### src/verilog/fpFormatPkg.sv
// floating-point format package with widths, register word views and unpacked operand
`default_nettype none

package fpFormatPkg;

  // ------------------------------
  // format widths
  // ------------------------------
  // register width is FLEN
  localparam int flen = 64;
  localparam int dNe  = 11;
  localparam int dNf  = 52;
  localparam int sLen = 32;
  localparam int sNe  = 8;
  localparam int sNf  = 23;

  // register file geometry
  localparam int regAddrW = 5;
  localparam int numRegs  = 2 ** regAddrW;

  // boxed canonical quiet NaNs
  localparam logic [flen-1:0] canonSingle = 64'hFFFFFFFF_7FC00000;
  localparam logic [flen-1:0] canonDouble = 64'h7FF80000_00000000;

  // ------------------------------
  // register word views
  // ------------------------------
  typedef struct packed {
    logic            sgn;
    logic [dNe-1:0]  exp;
    logic [dNf-1:0]  frac;
  } fpDouble_t;

  // single sits in the low half with ones above it
  typedef struct packed {
    logic [sLen-1:0] box;
    logic            sgn;
    logic [sNe-1:0]  exp;
    logic [sNf-1:0]  frac;
  } fpSingle_t;

  typedef union packed {
    fpDouble_t d;
    fpSingle_t s;
  } fpWord_u;

  // operand after unpacking, always in double bias
  typedef struct packed {
    logic            sgn;
    // subnormal and zero carry effective exponent 1
    logic [dNe-1:0]  exp;
    // hidden bit on top
    logic [dNf:0]    man;
    logic            nan;
    logic            snan;
    logic            zero;
    logic            inf;
    logic            subnorm;
    logic            badBox;
  } fpUnpacked_t;

endpackage

`default_nettype wire

### src/verilog/fpOpPkg.sv
// operation package with op codes, request and response bundles and class mask layout
`default_nettype none

package fpOpPkg;

  // ------------------------------
  // operation codes
  // ------------------------------
  typedef enum logic [3:0] {
    LOAD  = 4'd0,
    READ  = 4'd1,
    CLASS = 4'd2,
    SGNJ  = 4'd3,
    SGNJN = 4'd4,
    SGNJX = 4'd5,
    MIN   = 4'd6,
    MAX   = 4'd7,
    EQ    = 4'd8,
    LT    = 4'd9,
    LE    = 4'd10
  } fpOp_e;

  // one request per cycle, valid is a strobe
  typedef struct packed {
    logic                                 valid;
    fpOp_e                                op;
    // 1 for double, 0 for single
    logic                                 isDouble;
    logic [fpFormatPkg::regAddrW-1:0]     rs1;
    logic [fpFormatPkg::regAddrW-1:0]     rs2;
    logic [fpFormatPkg::regAddrW-1:0]     rd;
    logic [fpFormatPkg::flen-1:0]         intData;
  } fpReq_t;

  typedef struct packed {
    logic                                 valid;
    logic [fpFormatPkg::flen-1:0]         data;
    logic                                 invalid;
  } fpRsp_t;

  // ------------------------------
  // classification mask
  // ------------------------------
  typedef logic [9:0] classMask_t;

  localparam int clsNegInf  = 0;
  localparam int clsNegNorm = 1;
  localparam int clsNegSub  = 2;
  localparam int clsNegZero = 3;
  localparam int clsPosZero = 4;
  localparam int clsPosSub  = 5;
  localparam int clsPosNorm = 6;
  localparam int clsPosInf  = 7;
  localparam int clsSNan    = 8;
  localparam int clsQNan    = 9;

endpackage

`default_nettype wire

### src/verilog/fpRegFile.sv
// floating-point register file with two combinational reads and one synchronous write
`default_nettype none

module fpRegFile (
  input  logic                                  clk,
  input  logic                                  rstN,
  input  logic [fpFormatPkg::regAddrW-1:0]      rAddr1,
  input  logic [fpFormatPkg::regAddrW-1:0]      rAddr2,
  output fpFormatPkg::fpWord_u                  rData1,
  output fpFormatPkg::fpWord_u                  rData2,
  input  logic                                  wEn,
  input  logic [fpFormatPkg::regAddrW-1:0]      wAddr,
  input  logic [fpFormatPkg::flen-1:0]          wData
);

  // register array
  logic [fpFormatPkg::flen-1:0] regs [fpFormatPkg::numRegs];

  // ------------------------------
  // write port
  // ------------------------------
  // all registers clear to zero on reset
  always_ff @(posedge clk or negedge rstN) begin
    if (!rstN) begin
      for (int i = 0; i < fpFormatPkg::numRegs; i++) begin
        regs[i] <= '0;
      end
    end else if (wEn) begin
      regs[wAddr] <= wData;
    end
  end

  // ------------------------------
  // read ports
  // ------------------------------
  // no bypass, a write lands before the next request reads
  assign rData1 = regs[rAddr1];
  assign rData2 = regs[rAddr2];

endmodule

`default_nettype wire

### src/verilog/fpUnpack.sv
// operand unpacker giving sign, double-bias exponent, significand and class flags
`default_nettype none

module fpUnpack (
  input  fpFormatPkg::fpWord_u                  word,
  input  logic                                  isDouble,
  input  logic                                  active,
  output fpFormatPkg::fpUnpacked_t              unpacked,
  output logic [fpFormatPkg::flen-1:0]          postBox
);

  localparam int dNe = fpFormatPkg::dNe;
  localparam int dNf = fpFormatPkg::dNf;
  localparam int sNe = fpFormatPkg::sNe;
  localparam int sNf = fpFormatPkg::sNf;

  fpFormatPkg::fpWord_u gated;
  logic                 badBox;
  logic                 sgnRaw;
  logic [dNe-1:0]       expRaw;
  logic                 expNonZero;
  logic                 expMax;
  logic                 fracZero;
  logic [dNf-1:0]       frac;

  // idle operands read as zero
  assign gated = word & {fpFormatPkg::flen{active}};

  // ------------------------------
  // box check
  // ------------------------------
  // single needs all ones above bit 31
  assign badBox  = active & ~isDouble & ~&gated.s.box;
  // bad box becomes the canonical single NaN
  assign postBox = badBox ? fpFormatPkg::canonSingle : gated;

  // ------------------------------
  // field extraction
  // ------------------------------
  always_comb begin
    if (isDouble) begin
      sgnRaw     = gated.d.sgn;
      expRaw     = gated.d.exp;
      expNonZero = |gated.d.exp;
      expMax     = &gated.d.exp;
      frac       = gated.d.frac;
    end else begin
      sgnRaw     = gated.s.sgn;
      // rebias 127 to 1023: keep top bit, fill the new bits with its inverse
      expRaw     = {gated.s.exp[sNe-1], {(dNe-sNe){~gated.s.exp[sNe-1]}},
                    gated.s.exp[sNe-2:0]};
      expNonZero = |gated.s.exp;
      expMax     = &gated.s.exp;
      // left align so the quiet bit lands at the same place
      frac       = {gated.s.frac, {(dNf-sNf){1'b0}}};
    end
  end

  // bad box never counts as a zero fraction
  assign fracZero = ~|frac & ~badBox;

  // ------------------------------
  // unpacked operand
  // ------------------------------
  always_comb begin
    // improperly boxed value is a positive NaN
    unpacked.sgn     = sgnRaw & ~badBox;
    // zero and subnormal take effective exponent 1
    unpacked.exp     = {expRaw[dNe-1:1], expRaw[0] | ~expNonZero};
    // hidden bit is set only for normals
    unpacked.man     = {expNonZero, frac};
    unpacked.nan     = (expMax & ~fracZero) | badBox;
    // quiet bit clear marks signaling
    unpacked.snan    = expMax & ~fracZero & ~frac[dNf-1] & ~badBox;
    unpacked.inf     = expMax & fracZero;
    unpacked.zero    = ~expNonZero & fracZero;
    unpacked.subnorm = ~expNonZero & ~fracZero & ~badBox;
    unpacked.badBox  = badBox;
  end

endmodule

`default_nettype wire

### src/verilog/fpClassify.sv
// classification unit building the one-hot 10-bit class mask
`default_nettype none

module fpClassify (
  input  fpFormatPkg::fpUnpacked_t              unpacked,
  input  logic                                  isDouble,
  output fpOpPkg::classMask_t                   mask
);

  logic normal;
  logic boxNan;

  // normal is whatever is left over
  assign normal = ~unpacked.nan & ~unpacked.inf & ~unpacked.zero & ~unpacked.subnorm;

  // only a single can be badly boxed, it reads as quiet
  assign boxNan = unpacked.badBox & ~isDouble;

  // exactly one bit set
  always_comb begin
    mask = '0;
    if (unpacked.nan) begin
      if (unpacked.snan & ~boxNan) begin
        mask[fpOpPkg::clsSNan] = 1'b1;
      end else begin
        mask[fpOpPkg::clsQNan] = 1'b1;
      end
    end else if (unpacked.inf) begin
      mask[unpacked.sgn ? fpOpPkg::clsNegInf : fpOpPkg::clsPosInf] = 1'b1;
    end else if (unpacked.zero) begin
      mask[unpacked.sgn ? fpOpPkg::clsNegZero : fpOpPkg::clsPosZero] = 1'b1;
    end else if (unpacked.subnorm) begin
      mask[unpacked.sgn ? fpOpPkg::clsNegSub : fpOpPkg::clsPosSub] = 1'b1;
    end else if (normal) begin
      mask[unpacked.sgn ? fpOpPkg::clsNegNorm : fpOpPkg::clsPosNorm] = 1'b1;
    end
  end

endmodule

`default_nettype wire

### src/verilog/fpSignInject.sv
// sign injection for SGNJ, SGNJN and SGNJX in both formats
`default_nettype none

module fpSignInject (
  input  fpFormatPkg::fpUnpacked_t              opX,
  input  fpFormatPkg::fpUnpacked_t              opY,
  input  logic [fpFormatPkg::flen-1:0]          wordX,
  input  fpOpPkg::fpOp_e                        op,
  input  logic                                  isDouble,
  output logic [fpFormatPkg::flen-1:0]          result
);

  logic                 sgnNew;
  fpFormatPkg::fpWord_u res;

  // new sign from Y
  always_comb begin
    case (op)
      fpOpPkg::SGNJN: sgnNew = ~opY.sgn;
      fpOpPkg::SGNJX: sgnNew = opX.sgn ^ opY.sgn;
      default:        sgnNew = opY.sgn;
    endcase
  end

  // magnitude bits come from the reboxed X word
  always_comb begin
    res = wordX;
    if (isDouble) begin
      res.d.sgn = sgnNew;
    end else begin
      // result stays boxed
      res.s.box = '1;
      res.s.sgn = sgnNew;
    end
  end

  assign result = res;

endmodule

`default_nettype wire

### src/verilog/fpCompare.sv
// compare unit for EQ, LT and LE plus MIN/MAX selection and the invalid flag
`default_nettype none

module fpCompare (
  input  fpFormatPkg::fpUnpacked_t              opX,
  input  fpFormatPkg::fpUnpacked_t              opY,
  input  logic [fpFormatPkg::flen-1:0]          wordX,
  input  logic [fpFormatPkg::flen-1:0]          wordY,
  input  fpOpPkg::fpOp_e                        op,
  input  logic                                  isDouble,
  output logic                                  cmpResult,
  output logic [fpFormatPkg::flen-1:0]          minMax,
  output logic                                  invalid
);

  logic anyNan;
  logic anySnan;
  logic bothZero;
  logic magEq;
  logic magLt;
  logic eq;
  logic lt;
  logic pickX;

  assign anyNan   = opX.nan | opY.nan;
  assign anySnan  = opX.snan | opY.snan;
  assign bothZero = opX.zero & opY.zero;

  // ------------------------------
  // ordering
  // ------------------------------
  // exponent then significand gives magnitude order
  assign magEq = {opX.exp, opX.man} == {opY.exp, opY.man};
  assign magLt = {opX.exp, opX.man} <  {opY.exp, opY.man};

  // signed zeros are equal
  assign eq = bothZero | (magEq & (opX.sgn == opY.sgn));

  always_comb begin
    if (bothZero) begin
      lt = 1'b0;
    end else if (opX.sgn != opY.sgn) begin
      // negative X is below positive Y
      lt = opX.sgn;
    end else if (opX.sgn) begin
      // both negative so larger magnitude is smaller
      lt = ~magLt & ~magEq;
    end else begin
      lt = magLt;
    end
  end

  // ------------------------------
  // compare result and invalid
  // ------------------------------
  always_comb begin
    case (op)
      fpOpPkg::EQ: cmpResult = eq & ~anyNan;
      fpOpPkg::LT: cmpResult = lt & ~anyNan;
      fpOpPkg::LE: cmpResult = (lt | eq) & ~anyNan;
      default:     cmpResult = 1'b0;
    endcase
  end

  // ordered compares trap on quiet NaNs as well
  always_comb begin
    case (op)
      fpOpPkg::LT, fpOpPkg::LE:               invalid = anyNan;
      fpOpPkg::EQ, fpOpPkg::MIN, fpOpPkg::MAX: invalid = anySnan;
      default:                                 invalid = 1'b0;
    endcase
  end

  // ------------------------------
  // min / max selection
  // ------------------------------
  // MIN takes X when smaller, or on equal zeros when X is -0
  // MAX takes the other one so it prefers +0
  always_comb begin
    if (op == fpOpPkg::MAX) begin
      pickX = ~(lt | (eq & opX.sgn));
    end else begin
      pickX = lt | (eq & opX.sgn);
    end
  end

  always_comb begin
    if (opX.nan & opY.nan) begin
      minMax = isDouble ? fpFormatPkg::canonDouble : fpFormatPkg::canonSingle;
    end else if (opX.nan) begin
      minMax = wordY;
    end else if (opY.nan) begin
      minMax = wordX;
    end else begin
      minMax = pickX ? wordX : wordY;
    end
  end

endmodule

`default_nettype wire

### src/verilog/fpWriteback.sv
// writeback stage with op decode, register write and registered response
`default_nettype none

module fpWriteback (
  input  logic                                  clk,
  input  logic                                  rstN,
  input  fpOpPkg::fpReq_t                       req,
  input  fpOpPkg::classMask_t                   classMask,
  input  logic [fpFormatPkg::flen-1:0]          sgnjResult,
  input  logic                                  cmpResult,
  input  logic [fpFormatPkg::flen-1:0]          minMax,
  input  logic                                  cmpInvalid,
  input  logic [fpFormatPkg::flen-1:0]          rawX,
  output logic                                  wEn,
  output logic [fpFormatPkg::regAddrW-1:0]      wAddr,
  output logic [fpFormatPkg::flen-1:0]          wData,
  output fpOpPkg::fpRsp_t                       rsp
);

  localparam int flen = fpFormatPkg::flen;

  logic            isLoad;
  logic            isSgnj;
  logic            isMinMax;
  logic            isCmp;
  fpOpPkg::fpRsp_t rspNext;

  // ------------------------------
  // op decode
  // ------------------------------
  assign isLoad   = req.op == fpOpPkg::LOAD;
  assign isSgnj   = req.op inside {fpOpPkg::SGNJ, fpOpPkg::SGNJN, fpOpPkg::SGNJX};
  assign isMinMax = req.op inside {fpOpPkg::MIN, fpOpPkg::MAX};
  assign isCmp    = req.op inside {fpOpPkg::EQ, fpOpPkg::LT, fpOpPkg::LE};

  // ------------------------------
  // register write
  // ------------------------------
  assign wEn   = req.valid & (isLoad | isSgnj | isMinMax);
  assign wAddr = req.rd;

  always_comb begin
    if (isSgnj) begin
      wData = sgnjResult;
    end else if (isMinMax) begin
      wData = minMax;
    end else begin
      wData = req.intData;
    end
  end

  // ------------------------------
  // response
  // ------------------------------
  always_comb begin
    rspNext.valid = req.valid;
    case (req.op)
      fpOpPkg::CLASS: rspNext.data = {{(flen-$bits(classMask)){1'b0}}, classMask};
      fpOpPkg::READ:  rspNext.data = rawX;
      default:        rspNext.data = wData;
    endcase
    if (isCmp) begin
      rspNext.data = {{(flen-1){1'b0}}, cmpResult};
    end
    // flag only meaningful for compares and min/max
    rspNext.invalid = req.valid & (isCmp | isMinMax) & cmpInvalid;
  end

  // one cycle after the request
  always_ff @(posedge clk or negedge rstN) begin
    if (!rstN) begin
      rsp <= '0;
    end else begin
      rsp <= rspNext;
    end
  end

endmodule

`default_nettype wire

### src/verilog/fpMiscUnit.sv
// floating-point miscellaneous unit top with register file, unpackers and result units
`default_nettype none

module fpMiscUnit (
  input  logic                                  clk,
  input  logic                                  rstN,
  input  fpOpPkg::fpReq_t                       req,
  output fpOpPkg::fpRsp_t                       rsp
);

  fpFormatPkg::fpWord_u                 rData1;
  fpFormatPkg::fpWord_u                 rData2;
  fpFormatPkg::fpUnpacked_t             opX;
  fpFormatPkg::fpUnpacked_t             opY;
  logic [fpFormatPkg::flen-1:0]         postBoxX;
  logic [fpFormatPkg::flen-1:0]         postBoxY;
  logic [fpFormatPkg::flen-1:0]         sgnjResult;
  logic [fpFormatPkg::flen-1:0]         minMax;
  logic [fpFormatPkg::flen-1:0]         wData;
  logic [fpFormatPkg::regAddrW-1:0]     wAddr;
  logic                                 wEn;
  logic                                 cmpResult;
  logic                                 cmpInvalid;
  fpOpPkg::classMask_t                  classMask;

  // ------------------------------
  // operands
  // ------------------------------
  fpRegFile uRegFile (
    .clk(clk), .rstN(rstN),
    .rAddr1(req.rs1), .rAddr2(req.rs2),
    .rData1(rData1), .rData2(rData2),
    .wEn(wEn), .wAddr(wAddr), .wData(wData)
  );

  fpUnpack uUnpackX (
    .word(rData1), .isDouble(req.isDouble), .active(req.valid),
    .unpacked(opX), .postBox(postBoxX)
  );

  fpUnpack uUnpackY (
    .word(rData2), .isDouble(req.isDouble), .active(req.valid),
    .unpacked(opY), .postBox(postBoxY)
  );

  // ------------------------------
  // result units
  // ------------------------------
  fpClassify uClassify (
    .unpacked(opX), .isDouble(req.isDouble), .mask(classMask)
  );

  fpSignInject uSignInject (
    .opX(opX), .opY(opY), .wordX(postBoxX), .op(req.op),
    .isDouble(req.isDouble), .result(sgnjResult)
  );

  fpCompare uCompare (
    .opX(opX), .opY(opY), .wordX(postBoxX), .wordY(postBoxY), .op(req.op),
    .isDouble(req.isDouble), .cmpResult(cmpResult), .minMax(minMax),
    .invalid(cmpInvalid)
  );

  // raw X word feeds READ
  fpWriteback uWriteback (
    .clk(clk), .rstN(rstN), .req(req),
    .classMask(classMask), .sgnjResult(sgnjResult), .cmpResult(cmpResult),
    .minMax(minMax), .cmpInvalid(cmpInvalid), .rawX(rData1),
    .wEn(wEn), .wAddr(wAddr), .wData(wData), .rsp(rsp)
  );

endmodule

`default_nettype wire

### config.mk
export PLATFORM = sky130hd
export DESIGN_NAME = fpMiscUnit
export DESIGN_NICKNAME = d
export VERILOG_FILES = /design/src/verilog/fpFormatPkg.sv /design/src/verilog/fpOpPkg.sv /design/src/verilog/fpRegFile.sv /design/src/verilog/fpUnpack.sv /design/src/verilog/fpClassify.sv /design/src/verilog/fpSignInject.sv /design/src/verilog/fpCompare.sv /design/src/verilog/fpWriteback.sv /design/src/verilog/fpMiscUnit.sv
export SDC_FILE = /design/constraint.sdc
export NUM_CORES = 2
export LEC_CHECK = 0
export ABC_CLOCK_PERIOD_IN_PS = 6900
export BUFFER_PORTS_ARGS = -buffer_cell sky130_fd_sc_hd__buf_2
export CAP_MARGIN = 20
export CORE_AREA = 4 4 658 530
export DETAILED_ROUTE_END_ITERATION = 10
export DIE_AREA = 0 0 662 534
export PLACE_DENSITY_LB_ADDON = 0.08
export SYNTH_ARGS = -nofsm -noshare
export SYNTH_HDL_FRONTEND = slang
export SYNTH_HIERARCHICAL = 1
export SYNTH_SLANG_ARGS = --single-unit
### constraint.sdc
create_clock -name clk -period 6.9 [get_ports clk]
set_clock_uncertainty 0.15 [all_clocks]
set_input_delay 0.345 -clock clk [delete_from_list [all_inputs] [get_ports clk]]
set_output_delay 0.345 -clock clk [all_outputs]
set_load 0.005 [all_outputs]
; ---- After elaboration in Yosys (flattened, before gate mapping)
; Cells that the tools add are included.
[word_totals]
register_bits = 2114
inputBits = 87
[classes]
order_cmp = 13
n_eq_ne = 13
n_mux = 59
bitwise_logic = 73
n_reduce_logical = 27
[op_table]
columns = operator, n
row1 = 2048-bit bitwise mux, 1
row2 = 64-bit two-way mux, 15
row3 = 64-bit binary-select mux with 5-bit select, 2
row4 = 64-bit demux with 5-bit select, 1
row5 = 64-bit bitwise AND, 2
row6 = "32-bit by 1-bit >= comparator with 1-bit output, second input constant", 4
row7 = "32-bit by 6-bit < comparator with 1-bit output, second input constant", 4
row8 = 64-bit case mux with 2 select lines, 1
row9 = 52-bit two-way mux, 2
row10 = 52-bit OR reduction, 2
row11 = 64-bit equality test, 1
row12 = 64-bit < comparator, 1
row13 = 32-bit AND reduction, 2
row14 = 10-bit two-way mux, 4
row15 = 1-bit bitwise AND, 34
row16 = 32-bit two-way mux, 1
row17 = 11-bit two-way mux, 2
row18 = 11-bit AND reduction, 2
row19 = 11-bit OR reduction, 2
row20 = 1-bit inverter, 21
row21 = "6-bit >= comparator, second input constant", 3
row22 = 5-bit inverter with 6-bit output, 3
row23 = 1-bit two-way mux, 17
row24 = 1-bit demux with 4-bit select, 4
row25 = 23 further kinds, 54

; ---- Logic depth before layout (Yosys ltp)
[logic_depth]
word_depth = 26
ltp_mapped = 31
ltp_nobuf = 21

; ---- By module
; The synthesis kept the hierarchy.
[by_module_without_submodules]
columns = module, n_inst, cells_each, area_each_um2
row1 = fpRegFile, 1, 6528, 108262.6
row2 = fpCompare, 1, 944, 5586.6
row3 = fpWriteback, 1, 539, 4799.6
row4 = fpUnpack, 2, 306, 1710.4
row5 = fpSignInject, 1, 73, 483.0
row6 = fpClassify, 1, 15, 106.4

; ---- Least setup slack after synthesis
; Ideal clock, no wire load.
[synth_path]
path_kind = input port to flip-flop
startpoint = input port req[74] in the netlist's numbering
endpoint = register uRegFile/regs[1419] in the netlist's numbering
setup_ps = 65
arrival_time_ps = 6139
slack_ps = 546
path_stages = 23
path_cell_list = buf_4 buf_1 mux4_2 mux4_2 mux2_2 nor4_1 nand2_1 o211a_1 buf_4 ha_1 nand4_1 nor4_4 nand3_2 a311oi_4 nor3_2 a211o_1 o211a_2 buf_6 o221ai_2 nor2_1 nor3_1 clkbuf_1 mux2_2
[synth_lines]
columns = item, line_no
row1 = from (decl), fpMiscUnit.sv:7  ; input fpOpPkg::fpReq_t req,
row2 = "to (signal, indexed assignment)", fpRegFile.sv:29  ; regs[wAddr] <= wData;
row3 = to (decl), fpRegFile.sv:17  ; logic [fpFormatPkg::flen-1:0] regs [fpFormatPkg::numRegs];

==> results.yml <==
pwr:
  swShare: 0.303
  p_total_uw: 37500
  power.switching_uw: 11400
  power.leakage_uw: 0.0641
  power_frac_seq: 0.409
  clockPowerShare: 0.348
  p_comb_frac: 0.243
  ir_worst_vdd_mv: 0.231
  internal-power_uw: 26200
  power.density_nw_per_um2: 261
min_path:
  hp-class: "input pin to flop"
drt:
  dr.first_iter.drc_count: 8693
  wl_per_cell_um: 36.0
  vias: 85500
  dr.pass1.iters: 6
  wirelength_um: 499000
  vias_per_cell: 6.17
  ant_nets: 0
  drc_errors: 0
synth:
  synth_nets: 8858
  syn_area_um2: 123000
  syn_area_per_cell_um2: 14.1
  yosysWarnings: 6
  syn_inst: 8707
grt:
  grtUsageTotal: 0.279
  grt_pass1_vias: 86700
  antenna_found_initial: 28
  grt_max_degree: 169
  grt_pass1_wl_um: 703000
  grt-ovfl-total: 0
worst_setup_path:
  cp-endpoint: "uWriteback/rsp[54]$_DFF_PN0_"
  regToRegSetupSlack_ns: 0.23
  crit_type: "flop to flop"
  critPathMaxFanout: 12
  rr_worst_depth: 19
  cp_data_required_time_ns: 7.49
  critPathArrivalTime_ns: 7.26
  r2r-start: "uRegFile/regs[523]$_DFFE_PN0P_"
  startpoint_type: "flop"
  crit_path_start: "uRegFile/regs[523]$_DFFE_PN0P_"
  crit_path_end_kind: "flop"
  rr_endpoint: "uWriteback/rsp[54]$_DFF_PN0_"
final_layout:
  fill_cells: 31100
  area_growth_pct: 17.1
  nets: 9243
  fin_cells: 13900
  final_layout_size_suffix_gt1_frac: 0.519
flow_run:
  maxCapViolCount: 0
timing:
  max_slew.worst_pin.slew_ns: 1.27
  fin_crit_sh: 0.966
  timing.fmax_mhz: 150
  setup_viol: 0
  finalCriticalPeriod_ns: 6.67
  slew_headroom: 0.153
  rsz0062_at_grt: "yes"
  hold_viol_final: 0
  slew_violations: 0
  hold_slack_ns: 0.0940
floorplanning:
  initial_utilization: 0.359
  boundaryPins: 153
  die_area_um2: 354000
  die_h_um: 534
  fp-row-count: 192
  die_w_um: 662
  core_um2: 341000
place:
  dp_hpwl_um: 318000
  numPortBuffers: 152
  globalplace.congestion: 0.921
  placed_cells: 13300
run_status:
  status: "completed"
clock_tree:
  clock_latency_ns: 0.95
  cts.sinks: 2114
  cts_root_buffer: "clkbuf_16"
  clkTransAtPathRegs_ns: 0.06
  cts_buffers: 235
  htreeDepth: 4
  cts_tree: "yes"
  max-clock-path-buffers: 4
placed cells by master, fill, tap and decap left out, types with 40 or more instances in the layout:
master         count
nor2b_1           42
dfrtp_1         2114
o21ai_0           62
a21oi_1          216
o22ai_1           51
clkbuf_1          45
and2_1            49
inv_1            174
mux2i_1          221
a221oi_1          47
and3_1            64
nand2_1          364
buf_12           229
buf_2            142
a21oi_2           58
nor3_2            59
clkbuf_8          73
a211oi_1         100
ha_1              64
nor3_1            45
nor2_1           188
mux2_1           220
mux4_2          1154
buf_4            651
clkbuf_16        238
nand2b_1          40
mux2_2          1983
clkinv_2          43
dlygate4sd3_1     63
metal layers:
| metal | vias up | part of all wire | global-route usage |
|---|---|---|---|
| met4 | 0 | 0.024 | 0.0641 |
| met1 | 47200 | 0.47 | 0.426 |
| met2 | 3414 | 0.43 | 0.406 |
| met5 | - | 0 | 0 |
| li1 | 34300 | - | - |
| met3 | 623 | 0.072 | 0.0543 |
power by group through the flow:
stage / clock network, uW / logic, uW / registers [uW]
CTS: 13400 / 9020 / 15300
finish: 13100 / 9110 / 15400
floorplan: 0 / 5410 / 15100
global placement: 0 / 8850 / 15400
global route: 13900 / 9610 / 15600
detailed placement: 0 / 8950 / 15500
how the worst min path moves through the flow:
stage                        from                              end  slack (ns)  cells after the start
after global placement       rstN   uRegFile/regs[470]$_DFFE_PN0P_        0.27                      1
after CTS                 req[81]      uWriteback/rsp[0]$_DFF_PN0_       0.004                      3
after floorplan              rstN     uRegFile/regs[0]$_DFFE_PN0P_       -0.10                      0
final                     req[59]  uRegFile/regs[1211]$_DFFE_PN0P_        0.09                      5
after global routing      req[81]      uWriteback/rsp[0]$_DFF_PN0_        0.07                      3
after detailed placement     rstN  uRegFile/regs[1489]$_DFFE_PN0P_        0.27                      1
sequential cells by signal, indices dropped and copies added (netlist names):
name / count
uWriteback/rsp: 66
uRegFile/regs: 2048
through the flow:
stage	area [um^2]	setup TNS (ns)	utilization	setup WS, ns
6_report	144000	0	0.421	0.233
5_1_grt	144000	-0.172	0.421	-0.0353
4_1_cts	143000	0	0.420	0.0469
3_5_place_dp	135000	-1334.44	0.395	-1.05
3_3_place_gp	135000	-1485.09	0.395	-1.13
2_1_floorplan	123000	0	-	0.546
repair_timing:
item / 4_1_cts / 5_1_grt
setup endpoints to repair: 1396 / 2089
pin swaps: 0 / 5
hold buffers: 63 / 1
resized for setup: 8 / 12
endpoints found under the hold margin: 618 / 1
setup buffers: 0 / 2
final cells by class:
class | instances | area, um^2 | area share
multi-input combinational | 5462 | 65400 | 0.455
sequential | 2114 | 52900 | 0.368
timing repair buffer | 1099 | 11000 | 0.0768
clock buffer | 355 | 7120 | 0.0495
tap | 4559 | 5700 | 0.0397
clock inverter | 74 | 772 | 0.00537
inverter | 180 | 678 | 0.00472
antenna | 14 | 35.0 | 0.000244
worst max-delay path: stages, from the launching register on:
cell       delay [ns]
dfrtp_1          0.40
mux4_2           0.53
mux4_2           0.53
mux2_2           0.53
and3_1           0.32
ha_1             0.32
a21oi_1          0.16
o21a_1           0.14
a2bb2oi_1        0.41
a311oi_4         0.17
buf_4            0.19
buf_4            0.13
or4_1            0.56
o211ai_1         0.24
o211ai_1         0.27
buf_12           0.24
a211oi_1         0.31
nor2_1           0.12
buf_4            0.19
o41ai_1          0.54
Power figures use the tool's default switching activity.
